$ cat config.mk
export PLATFORM = sky130hd
export DESIGN_NAME = microcode_rom
export DESIGN_NICKNAME = d
export VERILOG_FILES = /design/src/hdl/isa_pkg.sv /design/src/hdl/ucode_pkg.sv /design/src/hdl/microcode_rom.sv
export VERILOG_INCLUDE_DIRS = /design/src /design/src/hdl
export SDC_FILE = /design/constraint.sdc
export NUM_CORES = 1
export LEC_CHECK = 0
export BUFFER_PORTS_ARGS = -buffer_cell sky130_fd_sc_hd__buf_2
export CELL_PAD_IN_SITES_DETAIL_PLACEMENT = 1
export CELL_PAD_IN_SITES_GLOBAL_PLACEMENT = 1
export CORE_UTILIZATION = 38
export DETAILED_ROUTE_END_ITERATION = 12
export PLACE_DENSITY = 0.9
export SLEW_MARGIN = 10
export SYNTH_ARGS = -nofsm -noshare
export SYNTH_HDL_FRONTEND = slang
export SYNTH_SLANG_ARGS = --single-unit
$ cat constraint.sdc
create_clock -name clk_i -period 7.15 [get_ports clk_i]
set_clock_uncertainty 0.05 [all_clocks]
set_input_delay 0.3575 -clock clk_i [delete_from_list [all_inputs] [get_ports clk_i]]
set_output_delay 0.3575 -clock clk_i [all_outputs]
set_load 0.01 [all_outputs]
$ cat src/hdl/core_settings.svh
`ifndef CORE_SETTINGS_SVH
`define CORE_SETTINGS_SVH

// register and data word width
`define CORE_XLEN 32

// halfword address width of the unified memory, 1024 halfwords
`define CORE_MEM_AW 10

// major opcode of ECALL/EBREAK, both stop the core
`define CORE_HALT_OPCODE 5'b11100

`endif

$ cat src/hdl/isa_pkg.sv
`include "core_settings.svh"

package isa_pkg;

  typedef logic [`CORE_XLEN-1:0] word_t;

  // major opcode, instruction bits 6:2
  typedef enum logic [4:0] {
    OP_LOAD   = 5'b00000,
    OP_IMM    = 5'b00100,
    OP_AUIPC  = 5'b00101,
    OP_STORE  = 5'b01000,
    OP_REG    = 5'b01100,
    OP_LUI    = 5'b01101,
    OP_BRANCH = 5'b11000,
    OP_JALR   = 5'b11001,
    OP_JAL    = 5'b11011,
    OP_SYSTEM = `CORE_HALT_OPCODE
  } opcode_e;

  typedef struct packed {
    logic [6:0] funct7;
    logic [4:0] rs2;
    logic [4:0] rs1;
    logic [2:0] funct3;
    logic [4:0] rd;
    opcode_e    opcode;
    logic [1:0] quad;
  } r_fmt_t;

  typedef struct packed {
    logic [11:0] imm;
    logic [4:0]  rs1;
    logic [2:0]  funct3;
    logic [4:0]  rd;
    opcode_e     opcode;
    logic [1:0]  quad;
  } i_fmt_t;

  typedef struct packed {
    logic [6:0] imm_hi;
    logic [4:0] rs2;
    logic [4:0] rs1;
    logic [2:0] funct3;
    logic [4:0] imm_lo;
    opcode_e    opcode;
    logic [1:0] quad;
  } s_fmt_t;

  // branch offsets are scrambled so that sign bit stays at 31
  typedef struct packed {
    logic       imm_12;
    logic [5:0] imm_10_5;
    logic [4:0] rs2;
    logic [4:0] rs1;
    logic [2:0] funct3;
    logic [3:0] imm_4_1;
    logic       imm_11;
    opcode_e    opcode;
    logic [1:0] quad;
  } b_fmt_t;

  typedef struct packed {
    logic [19:0] imm;
    logic [4:0]  rd;
    opcode_e     opcode;
    logic [1:0]  quad;
  } u_fmt_t;

  typedef struct packed {
    logic       imm_20;
    logic [9:0] imm_10_1;
    logic       imm_11;
    logic [7:0] imm_19_12;
    logic [4:0] rd;
    opcode_e    opcode;
    logic [1:0] quad;
  } j_fmt_t;

  typedef union packed {
    r_fmt_t r_fmt;
    i_fmt_t i_fmt;
    s_fmt_t s_fmt;
    b_fmt_t b_fmt;
    u_fmt_t u_fmt;
    j_fmt_t j_fmt;
  } instr_u;

  typedef enum logic [3:0] {
    ALU_ADD,
    ALU_SUB,
    ALU_SLL,
    ALU_SLT,
    ALU_SLTU,
    ALU_XOR,
    ALU_SRL,
    ALU_SRA,
    ALU_OR,
    ALU_AND
  } alu_op_e;

  typedef struct packed {
    logic equal;
    logic less;
    logic less_signed;
  } alu_flags_t;

endpackage

$ cat src/hdl/ucode_pkg.sv
package ucode_pkg;

  typedef logic [5:0] ucode_addr_t;

  typedef enum logic [1:0] {
    ADDR_PC,
    ADDR_LOAD,
    ADDR_STORE
  } addr_sel_e;

  typedef enum logic [1:0] {
    WB_ALU,
    WB_IMM,
    WB_LOAD,
    WB_LINK
  } wb_sel_e;

  typedef enum logic [1:0] {
    PC_PLUS4,
    PC_JAL,
    PC_JALR,
    PC_BRANCH
  } pc_sel_e;

  // one microcode step, 32 bits
  typedef struct packed {
    logic [13:0] spare;
    addr_sel_e   mem_addr_sel;
    logic        mem_hi;
    logic        mem_we;
    logic        ir_lo_we;
    logic        ir_hi_we;
    logic        tmp_we;
    logic        rf_we;
    wb_sel_e     wb_sel;
    logic        op2_imm;
    pc_sel_e     pc_sel;
    logic        pc_we;
    logic        pc_cond;   // branch target only when the compare holds
    logic        upper_pc;  // add pc to the upper immediate
    logic        halt;
    logic        seq_end;
  } ctrl_word_t;

endpackage
$ cat src/hdl/microcode_rom.sv
`timescale 1ns/100ps

module microcode_rom (
  input  logic                  clk_i,
  input  logic                  reset_i,
  input  logic [15:0]           mem_data_i,
  output ucode_pkg::ctrl_word_t ctrl_o
);
  import isa_pkg::*;
  import ucode_pkg::*;

  // table layout, execute sequences follow the two fetch entries
  localparam ucode_addr_t U_FETCH_LO = 6'd0;
  localparam ucode_addr_t U_FETCH_HI = 6'd1;
  localparam ucode_addr_t U_REG      = 6'd2;
  localparam ucode_addr_t U_IMM      = 6'd3;
  localparam ucode_addr_t U_LUI      = 6'd4;
  localparam ucode_addr_t U_AUIPC    = 6'd5;
  localparam ucode_addr_t U_BRANCH   = 6'd6;
  localparam ucode_addr_t U_JAL      = 6'd7;
  localparam ucode_addr_t U_JALR     = 6'd8;
  localparam ucode_addr_t U_LD_LO    = 6'd9;
  localparam ucode_addr_t U_LD_HI    = 6'd10;
  localparam ucode_addr_t U_LD_WB    = 6'd11;
  localparam ucode_addr_t U_ST_LO    = 6'd12;
  localparam ucode_addr_t U_ST_HI    = 6'd13;
  localparam ucode_addr_t U_HALT     = 6'd14;

  logic [2:0]  step_q;
  opcode_e     opcode_q;
  ucode_addr_t base;
  ucode_addr_t uaddr;

  function automatic ctrl_word_t ucode_entry(ucode_addr_t a);
    ctrl_word_t w;
    w = '0;
    if (a inside {U_LD_LO, U_LD_HI})
      w.mem_addr_sel = ADDR_LOAD;
    else if (a inside {U_ST_LO, U_ST_HI})
      w.mem_addr_sel = ADDR_STORE;
    w.mem_hi   = a inside {U_FETCH_HI, U_LD_HI, U_ST_HI};
    w.mem_we   = a inside {U_ST_LO, U_ST_HI};
    w.ir_lo_we = (a == U_FETCH_HI);
    // upper instruction half lands on the first execute step
    w.ir_hi_we = a inside {[U_REG:U_LD_LO], U_ST_LO};
    w.tmp_we   = (a == U_LD_HI);
    w.rf_we    = a inside {[U_REG:U_AUIPC], U_JAL, U_JALR, U_LD_WB};
    if (a inside {U_LUI, U_AUIPC})
      w.wb_sel = WB_IMM;
    else if (a inside {U_JAL, U_JALR})
      w.wb_sel = WB_LINK;
    else if (a == U_LD_WB)
      w.wb_sel = WB_LOAD;
    w.op2_imm  = (a == U_IMM);
    if (a == U_BRANCH)
      w.pc_sel = PC_BRANCH;
    else if (a == U_JAL)
      w.pc_sel = PC_JAL;
    else if (a == U_JALR)
      w.pc_sel = PC_JALR;
    w.pc_we    = a inside {[U_REG:U_JALR], U_LD_WB, U_ST_HI};
    w.pc_cond  = (a == U_BRANCH);
    w.upper_pc = (a == U_AUIPC);
    w.halt     = (a >= U_HALT);
    // every sequence ends on the step that moves the pc
    w.seq_end  = w.pc_we;
    return w;
  endfunction

  always_comb begin
    case (opcode_q)
      OP_REG:    base = U_REG;
      OP_IMM:    base = U_IMM;
      OP_LUI:    base = U_LUI;
      OP_AUIPC:  base = U_AUIPC;
      OP_BRANCH: base = U_BRANCH;
      OP_JAL:    base = U_JAL;
      OP_JALR:   base = U_JALR;
      OP_LOAD:   base = U_LD_LO;
      OP_STORE:  base = U_ST_LO;
      // system and unsupported opcodes stop the core
      default:   base = U_HALT;
    endcase
  end

  assign uaddr = (step_q < 3'd2) ? U_FETCH_LO + ucode_addr_t'(step_q)
                                 : base + ucode_addr_t'(step_q - 3'd2);
  assign ctrl_o = ucode_entry(uaddr);

  always_ff @(posedge clk_i) begin
    if (reset_i)
      step_q <= 3'd0;
    else if (ctrl_o.halt)
      step_q <= step_q;
    else if (ctrl_o.seq_end)
      step_q <= 3'd0;
    else
      step_q <= step_q + 3'd1;
  end

  // opcode sits in the lower halfword, read back during the second fetch step
  always_ff @(posedge clk_i) begin
    if (ctrl_o.ir_lo_we)
      opcode_q <= opcode_e'(mem_data_i[6:2]);
  end

  a_halt_idle: assert property (@(posedge clk_i) disable iff (reset_i)
    ctrl_o.halt |=> ctrl_o.halt && !ctrl_o.mem_we && !ctrl_o.rf_we && !ctrl_o.pc_we)
    else $error("control word left idle state after halt");

endmodule

* Word-level counts from Yosys, hierarchy flattened
Memories as Yosys holds them, arrays and structs flattened. A register that Yosys moved wholly into a read port is not among the register bits.
Index checks and enable logic that the tools add are counted.
Widths: inputs -> output; s select.
** Cells by class
- Add/sub/neg operators :: 3
- Magnitude comparators :: 6
- Equality and inequality tests :: 12
- Mux-type cells :: 11
- Reductions and logical operators :: 11
** Operators with widths (count)
- $eq 6x4->1 const B :: 6
- $eq 6x3->1 const B :: 4
- $mux 2 :: 8
- $le 6x4->1 const B :: 2
- $reduce_bool 2->1 :: 5
- $add 6x6->6 :: 1
- $eq 6x1->1 const B :: 1
- $eq 6x2->1 const B :: 1
- $ge 6x2->1 const B :: 1
- $ge 6x4->1 const B :: 1
- $le 6x3->1 const B :: 1
- $mux 6 :: 1
- $reduce_bool 3->1 :: 2
- $mux 5 :: 1
- $reduce_bool 4->1 :: 1
- $sub 3x2->4 const B :: 1
- $add 3x1->3 const B :: 1
- $logic_and 1x1->1 :: 3
- $lt 3x2->1 const B :: 1
- $mux 3 :: 1
** Word-level totals
- Register bits :: 8
- Bits in read-only memories :: 128
- Bits of input ports :: 18
- Output and inout bits :: 32
- Word-level logic and storage cells :: 46
- Memories :: 1
** Memories
- (name not given) :: depth 32, bits a word 4, rd ports 1, clocked after memory_dff 1, write ports 0, RTL line microcode_rom.sv:71 : case (opcode_q)

* Depth between registers and ports, before layout
Gate-level depths: netlist of the first run.
- Word-level depth :: 7
- Gate-level depth with buffers :: 14
- Depth with buffers taken out :: 13

* Worst setup path after synthesis of the first run
No wires, ideal clock.
- Path type :: reg-to-reg
- Start :: register step_q[1]
- End :: register base[0] (netlist name)
- Setup time :: 0.117 ns
- Data arrival time :: 3.233 ns
- Data required time :: 6.983 ns
- Slack :: 3.750 ns
- Stages on the path, launching flop included :: 13
- Buffers on the path :: 1
- Clock period less this slack :: 3.400 ns
- Cell sequence :: dfxtp_1 > inv_1 > ha_1 > ha_1 > or4b_1 > nor2_1 > a211o_2 > and3_4 > buf_12 > mux2i_1 > ha_1 > or3_2 > a32o_1
** RTL lines
- start: declaration :: RTL line microcode_rom.sv:29 : logic [2:0] step_q;
- start signal: assignment :: RTL line microcode_rom.sv:94 : step_q <= step_q;
- start signal: assignment :: RTL line microcode_rom.sv:98 : step_q <= step_q + 3'd1;

* Worst setup path after layout of the first run
- Start :: register step_q[1]
- End :: register base[0] (netlist name)
** Between the ends
- Word-level cells in the longest chain between the ends :: 5
- Elaborated cells between the ends (all ways) :: 6
- Classes of those cells :: 2 x add/sub; 1 x order compare; 1 x eq/ne; 2 x mux
** Ends and longest elaborated chain
- $sub 3x2->4 :: RTL line microcode_rom.sv:87 : : base + ucode_addr_t'(step_q - 3'd2);
- $add 6x6->6 :: RTL line microcode_rom.sv:87
- $mux 6 * :: RTL line microcode_rom.sv:86 : assign uaddr = (step_q < 3'd2) ? U_FETCH_LO + ucode_addr_t'(step_q)
- $eq 6x1->1 * :: RTL line microcode_rom.sv:43 : w.ir_lo_we = (a == U_FETCH_HI);
- $mux 5 (no source line) *
Mark *: on every way between the ends. The rest lies on a longest branch, timed or not.
A chain may end at the register's enable or synchronous reset.

==> impl_metrics.json, run 1 <==
{
  "cts_root_buf": "clkbuf_4",
  "first_pass_iters": 4,
  "grt_overflow": 0,
  "cts_buffer_depth": 2,
  "htreeDepth": 1,
  "cts_hold_buf": 0,
  "start_util_pct": 41.4,
  "tritoncts": "done",
  "cp.required_ns": 7.26,
  "die_y_um": 60.6,
  "cts-resized-gates": 0,
  "design.portCount": 50,
  "placedCellCount": 220,
  "wl_per_cell_um": 13.7,
  "via_count": 1149,
  "critPathSlowestCell": "ha_1",
  "cts_setup_buffers": 0,
  "ys_warn_count": 0,
  "slew_headroom_pct": 37.3,
  "clock-sinks": 12,
  "placeableCoreArea_mm2": 0.00315,
  "worst_pin_slew_ns": 0.914,
  "setup_viol": 0,
  "path_clk_slew_ns": 0.07,
  "areaGrowthSynthToFinish_pct": 8.43,
  "period_minus_slack_ns": 4.05,
  "dp_hpwl_mm": 2.42,
  "fmax_mhz": 247,
  "fp.dieArea_mm2": 0.00368,
  "drc": 0,
  "drive_above_1_share_pct": 23.9,
  "netlist_area_mm2": 0.00131,
  "antenna_cells": 0,
  "wl_mm": 3.06,
  "die_w_um": 60.6,
  "p_seq_share_pct": 19.8,
  "synth_edf_count": 5,
  "clkLatencyLatePin_ns": 0.28,
  "worstSetupStartpointType": "flop",
  "status": "complete, no violations",
  "synthArstFlopShare_pct": 0,
  "path_max_fanout": 18,
  "grt_use_total_pct": 18.1,
  "power.density_mw_per_mm2": 426,
  "cellLeakagePower_nw": 0.663,
  "yosysTopAreaCellShare_pct": 11.5,
  "ant_nets": 0,
  "cts_buffers": 3,
  "gp_congestion": 0.798,
  "fill_cells": 416,
  "synth-seq-cells": 12,
  "totalNegativeSetupSlack_ns": 0,
  "viasPerCell": 5.13,
  "power_frac_clock_pct": 7.4,
  "finalCritPeriodShare_pct": 56.6,
  "p_int_mw": 0.300,
  "synthFlopType": "dfxtp_1",
  "min_path_type": "input port to flop",
  "grt_pass1_wl_mm": 5.09,
  "ir_drop_mv": 0.196,
  "avgSynthCellArea_um2": 8.32,
  "grt_pass1_vias": 1116,
  "p_comb_share_pct": 72.8,
  "grt_max_degree": 19,
  "rsz0062_at_grt": "no",
  "p_switching_mw": 0.304,
  "antenna_found_initial": 0,
  "maxCapViolations": 0,
  "drtIter0Drc": 19,
  "ys_seq_area_share_pct": 22.2,
  "hold_viol": 0,
  "instances_no_fill": 224,
  "synth_area_leader_cell": "edfxtp_1",
  "final_nets": 210,
  "cp_slowest_stage_delay_ns": 0.58,
  "finalMaxSlewViolations": 0,
  "cpMostUsedCell": "ha_1",
  "io_buffers": 24,
  "rows": 20,
  "yosys-top-cells-area": "edfxtp_1, dfxtp_1, ha_1",
  "path_class": "flop to flop",
  "crit_path_end_kind": "flop",
  "yosysUniqueCellTypes": 45,
  "syn_inst": 157,
  "path_cells": "inv_1, ha_1, ha_1, or4b_1, nor2_1, a211o_2, and3_4, mux2i_1, ha_1, or3_2, a32o_1",
  "switching_share_pct": 50.3,
  "arrival_ns": 4.16
}
-- cell type report --
class / instances / area [um2] / share of cell area [%]
Timing Repair Buffer: 24 / 120 / 8.48
Multi-Input combinational cell: 129 / 883 / 62.4
Clock buffer: 4 / 26.3 / 1.86
Sequential cell: 12 / 290 / 20.5
Tap cell: 44 / 55.1 / 3.89
Inverter: 11 / 41.3 / 2.92
-- metrics by stage --
| step | cell area (um2) | setup slack (ns) | power (mW) | utilization (%) | hold WS, ns |
|---|---|---|---|---|---|
| 2_1_floorplan | 1360 | 3.75 | 0.467 | - | 0.385 |
| 3_3_place_gp | 1390 | 3.21 | 0.541 | 44.1 | 0.499 |
| 3_5_place_dp | 1390 | 3.10 | 0.556 | 44.1 | 0.501 |
| 4_1_cts | 1420 | 3.11 | 0.607 | 44.9 | 0.213 |
| 5_1_grt | 1420 | 2.86 | 0.663 | 44.9 | 0.217 |
| 6_report | 1420 | 3.10 | 0.603 | 44.9 | 0.228 |
-- placed cells by master (no fill, tap or decap), types with 2 or more instances in the layout --
| cell type | netlist | layout |
|---|---|---|
| a211oi_1 | 3 | 3 |
| buf_2 | 0 | 24 |
| o21ai_0 | 5 | 5 |
| ha_1 | 10 | 10 |
| nand2_1 | 14 | 14 |
| nor2b_1 | 4 | 4 |
| mux2_2 | 7 | 7 |
| clkbuf_4 | 0 | 3 |
| xnor2_1 | 5 | 5 |
| or3_2 | 2 | 2 |
| a21oi_1 | 4 | 4 |
| conb_1 | 1 | 14 |
| edfxtp_1 | 5 | 5 |
| dfxtp_1 | 7 | 7 |
| nor3_1 | 5 | 5 |
| nor2_1 | 20 | 20 |
| nand3_1 | 4 | 4 |
| inv_1 | 11 | 11 |
| a32oi_1 | 2 | 2 |
| nand2b_1 | 2 | 2 |
| mux2i_1 | 6 | 6 |
-- flip-flops by register name, summed over array words and instances (netlist names) --
name,flops
opcode_q,5
base,4
step_q,3
-- worst max-delay path, delay by kind of cell (launching register included) --
kind	cells	cell delay, ns
adder cells (fa/ha/maj)	3	1.26
flip-flops	1	0.37
AND/OR/NAND/NOR	4	1.44
buffers and inverters	1	0.18
multiplexers	1	0.16
AO/OA/AOI/OAI	2	0.48
-- power groups by stage --
stage / Sequential, mW / Clock (mW) / Combinational [mW]
after floorplan: 0.114 / 0 / 0.353
after global placement: 0.120 / 0 / 0.421
after detailed placement: 0.121 / 0 / 0.436
after CTS: 0.119 / 0.0485 / 0.439
after global routing: 0.123 / 0.0492 / 0.491
final: 0.120 / 0.0447 / 0.439
-- synthesized netlist by cell type, drive strengths merged, types with 2 or more instances --
cell,count
and3,2
a32oi,2
nand2,14
a211oi,3
xnor2,5
o21ai,5
a21oi,4
buf,17
edfxtp,5
nor2,20
nor2b,4
mux2,7
nand2b,2
nor3,5
nand3,4
dfxtp,7
mux2i,7
inv,11
ha,10
or3,3
-- metal layers --
layer | part of all wire, % | vias up | track usage (%)
met1 | 49 | 556 | 24.7
li1 | - | 569 | -
met2 | 48 | 22 | 31.4
met5 | 0 | - | 0
met4 | 0.26 | 0 | 2.92
met3 | 2.3 | 2 | 1.92
-- path summary, 6_finish.rpt --
| path | startpoint | endpoint | slack, ns | cells after the start |
|---|---|---|---|---|
| worst max-delay path | step_q[1]$_SDFFE_PP0N_ | base[0]$_DFF_P_ | 3.10 | 11 |
| worst min register to register | step_q[1]$_SDFFE_PP0N_ | step_q[1]$_SDFFE_PP0N_ | 0.57 | 2 |
| worst max register to register | step_q[1]$_SDFFE_PP0N_ | base[0]$_DFF_P_ | 3.10 | 11 |
| worst min-delay path | mem_data_i[2] | opcode_q[0]$_DFFE_PP_ | 0.23 | 1 |
-- logic make-up (layout without fill, tap and decap cells) --
group	Yosys count	count (layout)	synth area share, %
AO/OA/AOI/OAI	25	25	14.7
buffers and inverters	29	39	13.9
flip-flops	12	12	22.2
other	1	14	0.287
multiplexers	14	14	11.7
XOR/XNOR	5	5	3.35
AND/OR/NAND/NOR	60	60	22.8
adder cells (fa/ha/maj)	11	11	11.1
(Power assumes the default switching activity.)
==> run 2: changes to the inputs <==
--- a/config.mk
+++ b/config.mk
@@ -9,9 +9,9 @@
 export BUFFER_PORTS_ARGS = -buffer_cell sky130_fd_sc_hd__buf_2
 export CELL_PAD_IN_SITES_DETAIL_PLACEMENT = 1
 export CELL_PAD_IN_SITES_GLOBAL_PLACEMENT = 1
-export CORE_UTILIZATION = 38
+export CORE_UTILIZATION = 32
 export DETAILED_ROUTE_END_ITERATION = 12
-export PLACE_DENSITY = 0.9
+export PLACE_DENSITY = 0.81
 export SLEW_MARGIN = 10
 export SYNTH_ARGS = -nofsm -noshare
 export SYNTH_HDL_FRONTEND = slang
==> constraint.sdc (replaced) <==
create_clock -name clk_i -period 3.7 [get_ports clk_i]
set_clock_uncertainty 0.05 [all_clocks]
set_input_delay 0.185 -clock clk_i [delete_from_list [all_inputs] [get_ports clk_i]]
set_output_delay 0.185 -clock clk_i [all_outputs]
set_load 0.01 [all_outputs]
==> run 2 against run 1 <==
Compared with the run above:
- clock power grew to 2.7 times the previous value
- flip-flop and latch count did not move
- die area up 18%
- maximum frequency is 17% higher
- count of clock-buffer cells in the layout fell by 1
==> impl_metrics.json, run 2 (synthesized netlist as in run 1, its figures left out) <==
{
  "power.density_mw_per_mm2": 835,
  "fp.dieArea_mm2": 0.00434,
  "final_cell_mix": "buf_2, nor2_1, nand2_1, conb_1, inv_1",
  "hold_viol": 0,
  "first_pass_iters": 4,
  "period_minus_slack_ns": 3.45,
  "maxCapViolations": 0,
  "cp-startpoint": "step_q[1]$_SDFFE_PP0N_",
  "p_total_mw": 1.22,
  "min_delay_worst_endpoint": "step_q[1]$_SDFFE_PP0N_",
  "grt_use_total_pct": 15.4,
  "cts_buffer_depth": 2,
  "wl_mm": 3.05,
  "antenna_cells": 0,
  "top_register": "opcode_q",
  "ant_nets": 0,
  "reg2reg_depth": 11,
  "finalMaxSlewViolations": 0,
  "dp_hpwl_mm": 2.38,
  "rsz0062_at_grt": "no",
  "whs_ns": 0.0897,
  "io_buffers": 24,
  "path_class": "flop to flop",
  "path_max_fanout": 8,
  "worstHoldStart": "reset_i",
  "layout_commonest_cell": "buf_2",
  "slew_headroom_pct": 64.2,
  "cts_buffers": 3,
  "worstSetupStartpointType": "flop",
  "grt_pass1_wl_mm": 5.22,
  "critPathSlowestCell": "or4b_1",
  "areaGrowthSynthToFinish_pct": 12.1,
  "grt_pass1_vias": 1128,
  "crit_path_end_kind": "flop",
  "stdcell_area_mm2": 0.00146,
  "final_nets": 213,
  "worst_pin_slew_ns": 0.522,
  "setup_ws_ns": 0.254,
  "cpMostUsedCell": "ha_1",
  "die_w_um": 65.9,
  "start_util_pct": 34.4,
  "drtIter0Drc": 29,
  "setup_viol": 0,
  "design.portCount": 50,
  "reg2reg_slack_ns": 0.25,
  "drive_above_1_share_pct": 25.7,
  "fmax_mhz": 290,
  "fin_util_pct": 38.5,
  "rr_startpoint": "step_q[1]$_SDFFE_PP0N_",
  "finalCritPeriodShare_pct": 93.1,
  "rows": 22,
  "totalNegativeSetupSlack_ns": 0,
  "placeableCoreArea_mm2": 0.00380,
  "crit_family": "simple AND/OR/NAND/NOR gates",
  "clock-sinks": 12,
  "drc": 0,
  "status": "complete, no violations",
  "tritoncts": "done",
  "min_path_cells": 2,
  "largest_register_ffs": 5,
  "cp_slowest_stage_delay_ns": 0.50,
  "via_count": 1151,
  "gp_congestion": 0.773,
  "clkLatencyLatePin_ns": 0.24,
  "antenna_found_initial": 0,
  "grt_overflow": 0,
  "placedCellCount": 227,
  "instances_no_fill": 231,
  "cellLeakagePower_nw": 0.685,
  "path_cells": "inv_1, ha_1, ha_1, or4b_1, nor2_1, a211o_2, and3_4, mux2i_1, ha_1, or3_2, a32o_1",
  "r2r_end": "base[0]$_DFF_P_",
  "path_buf_inv": 1,
  "place_area_mm2": 0.00142,
  "min_path_type": "input port to flop",
  "arrival_ns": 3.52,
  "dp_slack_ns": 0.200,
  "viasPerCell": 4.98,
  "ir_drop_mv": 0.367,
  "die_y_um": 65.9,
  "htreeDepth": 1,
  "wl_per_cell_um": 13.2,
  "cp.required_ns": 3.77,
  "grt_max_degree": 15,
  "path_clk_slew_ns": 0.05,
  "cts_root_buf": "clkbuf_8"
}
## run 2: cell types whose count changed in the layout (fill, tap and decap cells not counted), sizes merged
cell and delta:
buf +3, clkbuf -1, clkinv +1
## run 2: worst max path at each step
stage,to,slack (ns),depth (start not counted)
after global routing,base[0]$_DFF_P_,0.06,11
after global placement,base[0]$_DFF_P_,0.25,11
after detailed placement,base[0]$_DFF_P_,0.20,11
final,base[0]$_DFF_P_,0.25,11
after floorplan,base[0]$_DFF_P_,0.30,12
after CTS,base[0]$_DFF_P_,0.17,11
## run 2: metal layers
metal	vias up	share of wire [%]	track usage (%)
li1	581	-	-
met1	545	50	21.1
met2	23	47	25.8
met3	2	2.4	1.55
met4	0	0.62	3.26
met5	-	0	0
## run 2: timing repair
item	CTS	global route
endpoints found under the setup margin	0	1
gates resized for setup	0	1
buffers inserted	0	0
hold buffers	0	0
## run 2: final cells by class
type / instances / area (um2)
Fill cell: 478 / 2330
Multi-Input combinational cell: 129 / 883
Sequential cell: 12 / 292
Timing Repair Buffer: 27 / 143
Tap cell: 48 / 60.1
Clock buffer: 3 / 41.3
Inverter: 11 / 41.3
Clock inverter: 1 / 3.75
## run 2: power breakdown
part / internal, mW / switching, mW / total (mW)
clock network: 0.0731 / 0.0474 / 0.120
logic: 0.362 / 0.508 / 0.870
registers: 0.194 / 0.0380 / 0.232
## run 2: worst reg2reg max path, cell delays in order, from the launching register on
cell and delay, ns:
dfxtp_2 0.37, inv_1 0.12, ha_1 0.25, ha_1 0.36, or4b_1 0.50, nor2_1 0.11
a211o_2 0.21, and3_4 0.26, mux2i_1 0.13, ha_1 0.26, or3_2 0.46, a32o_1 0.25
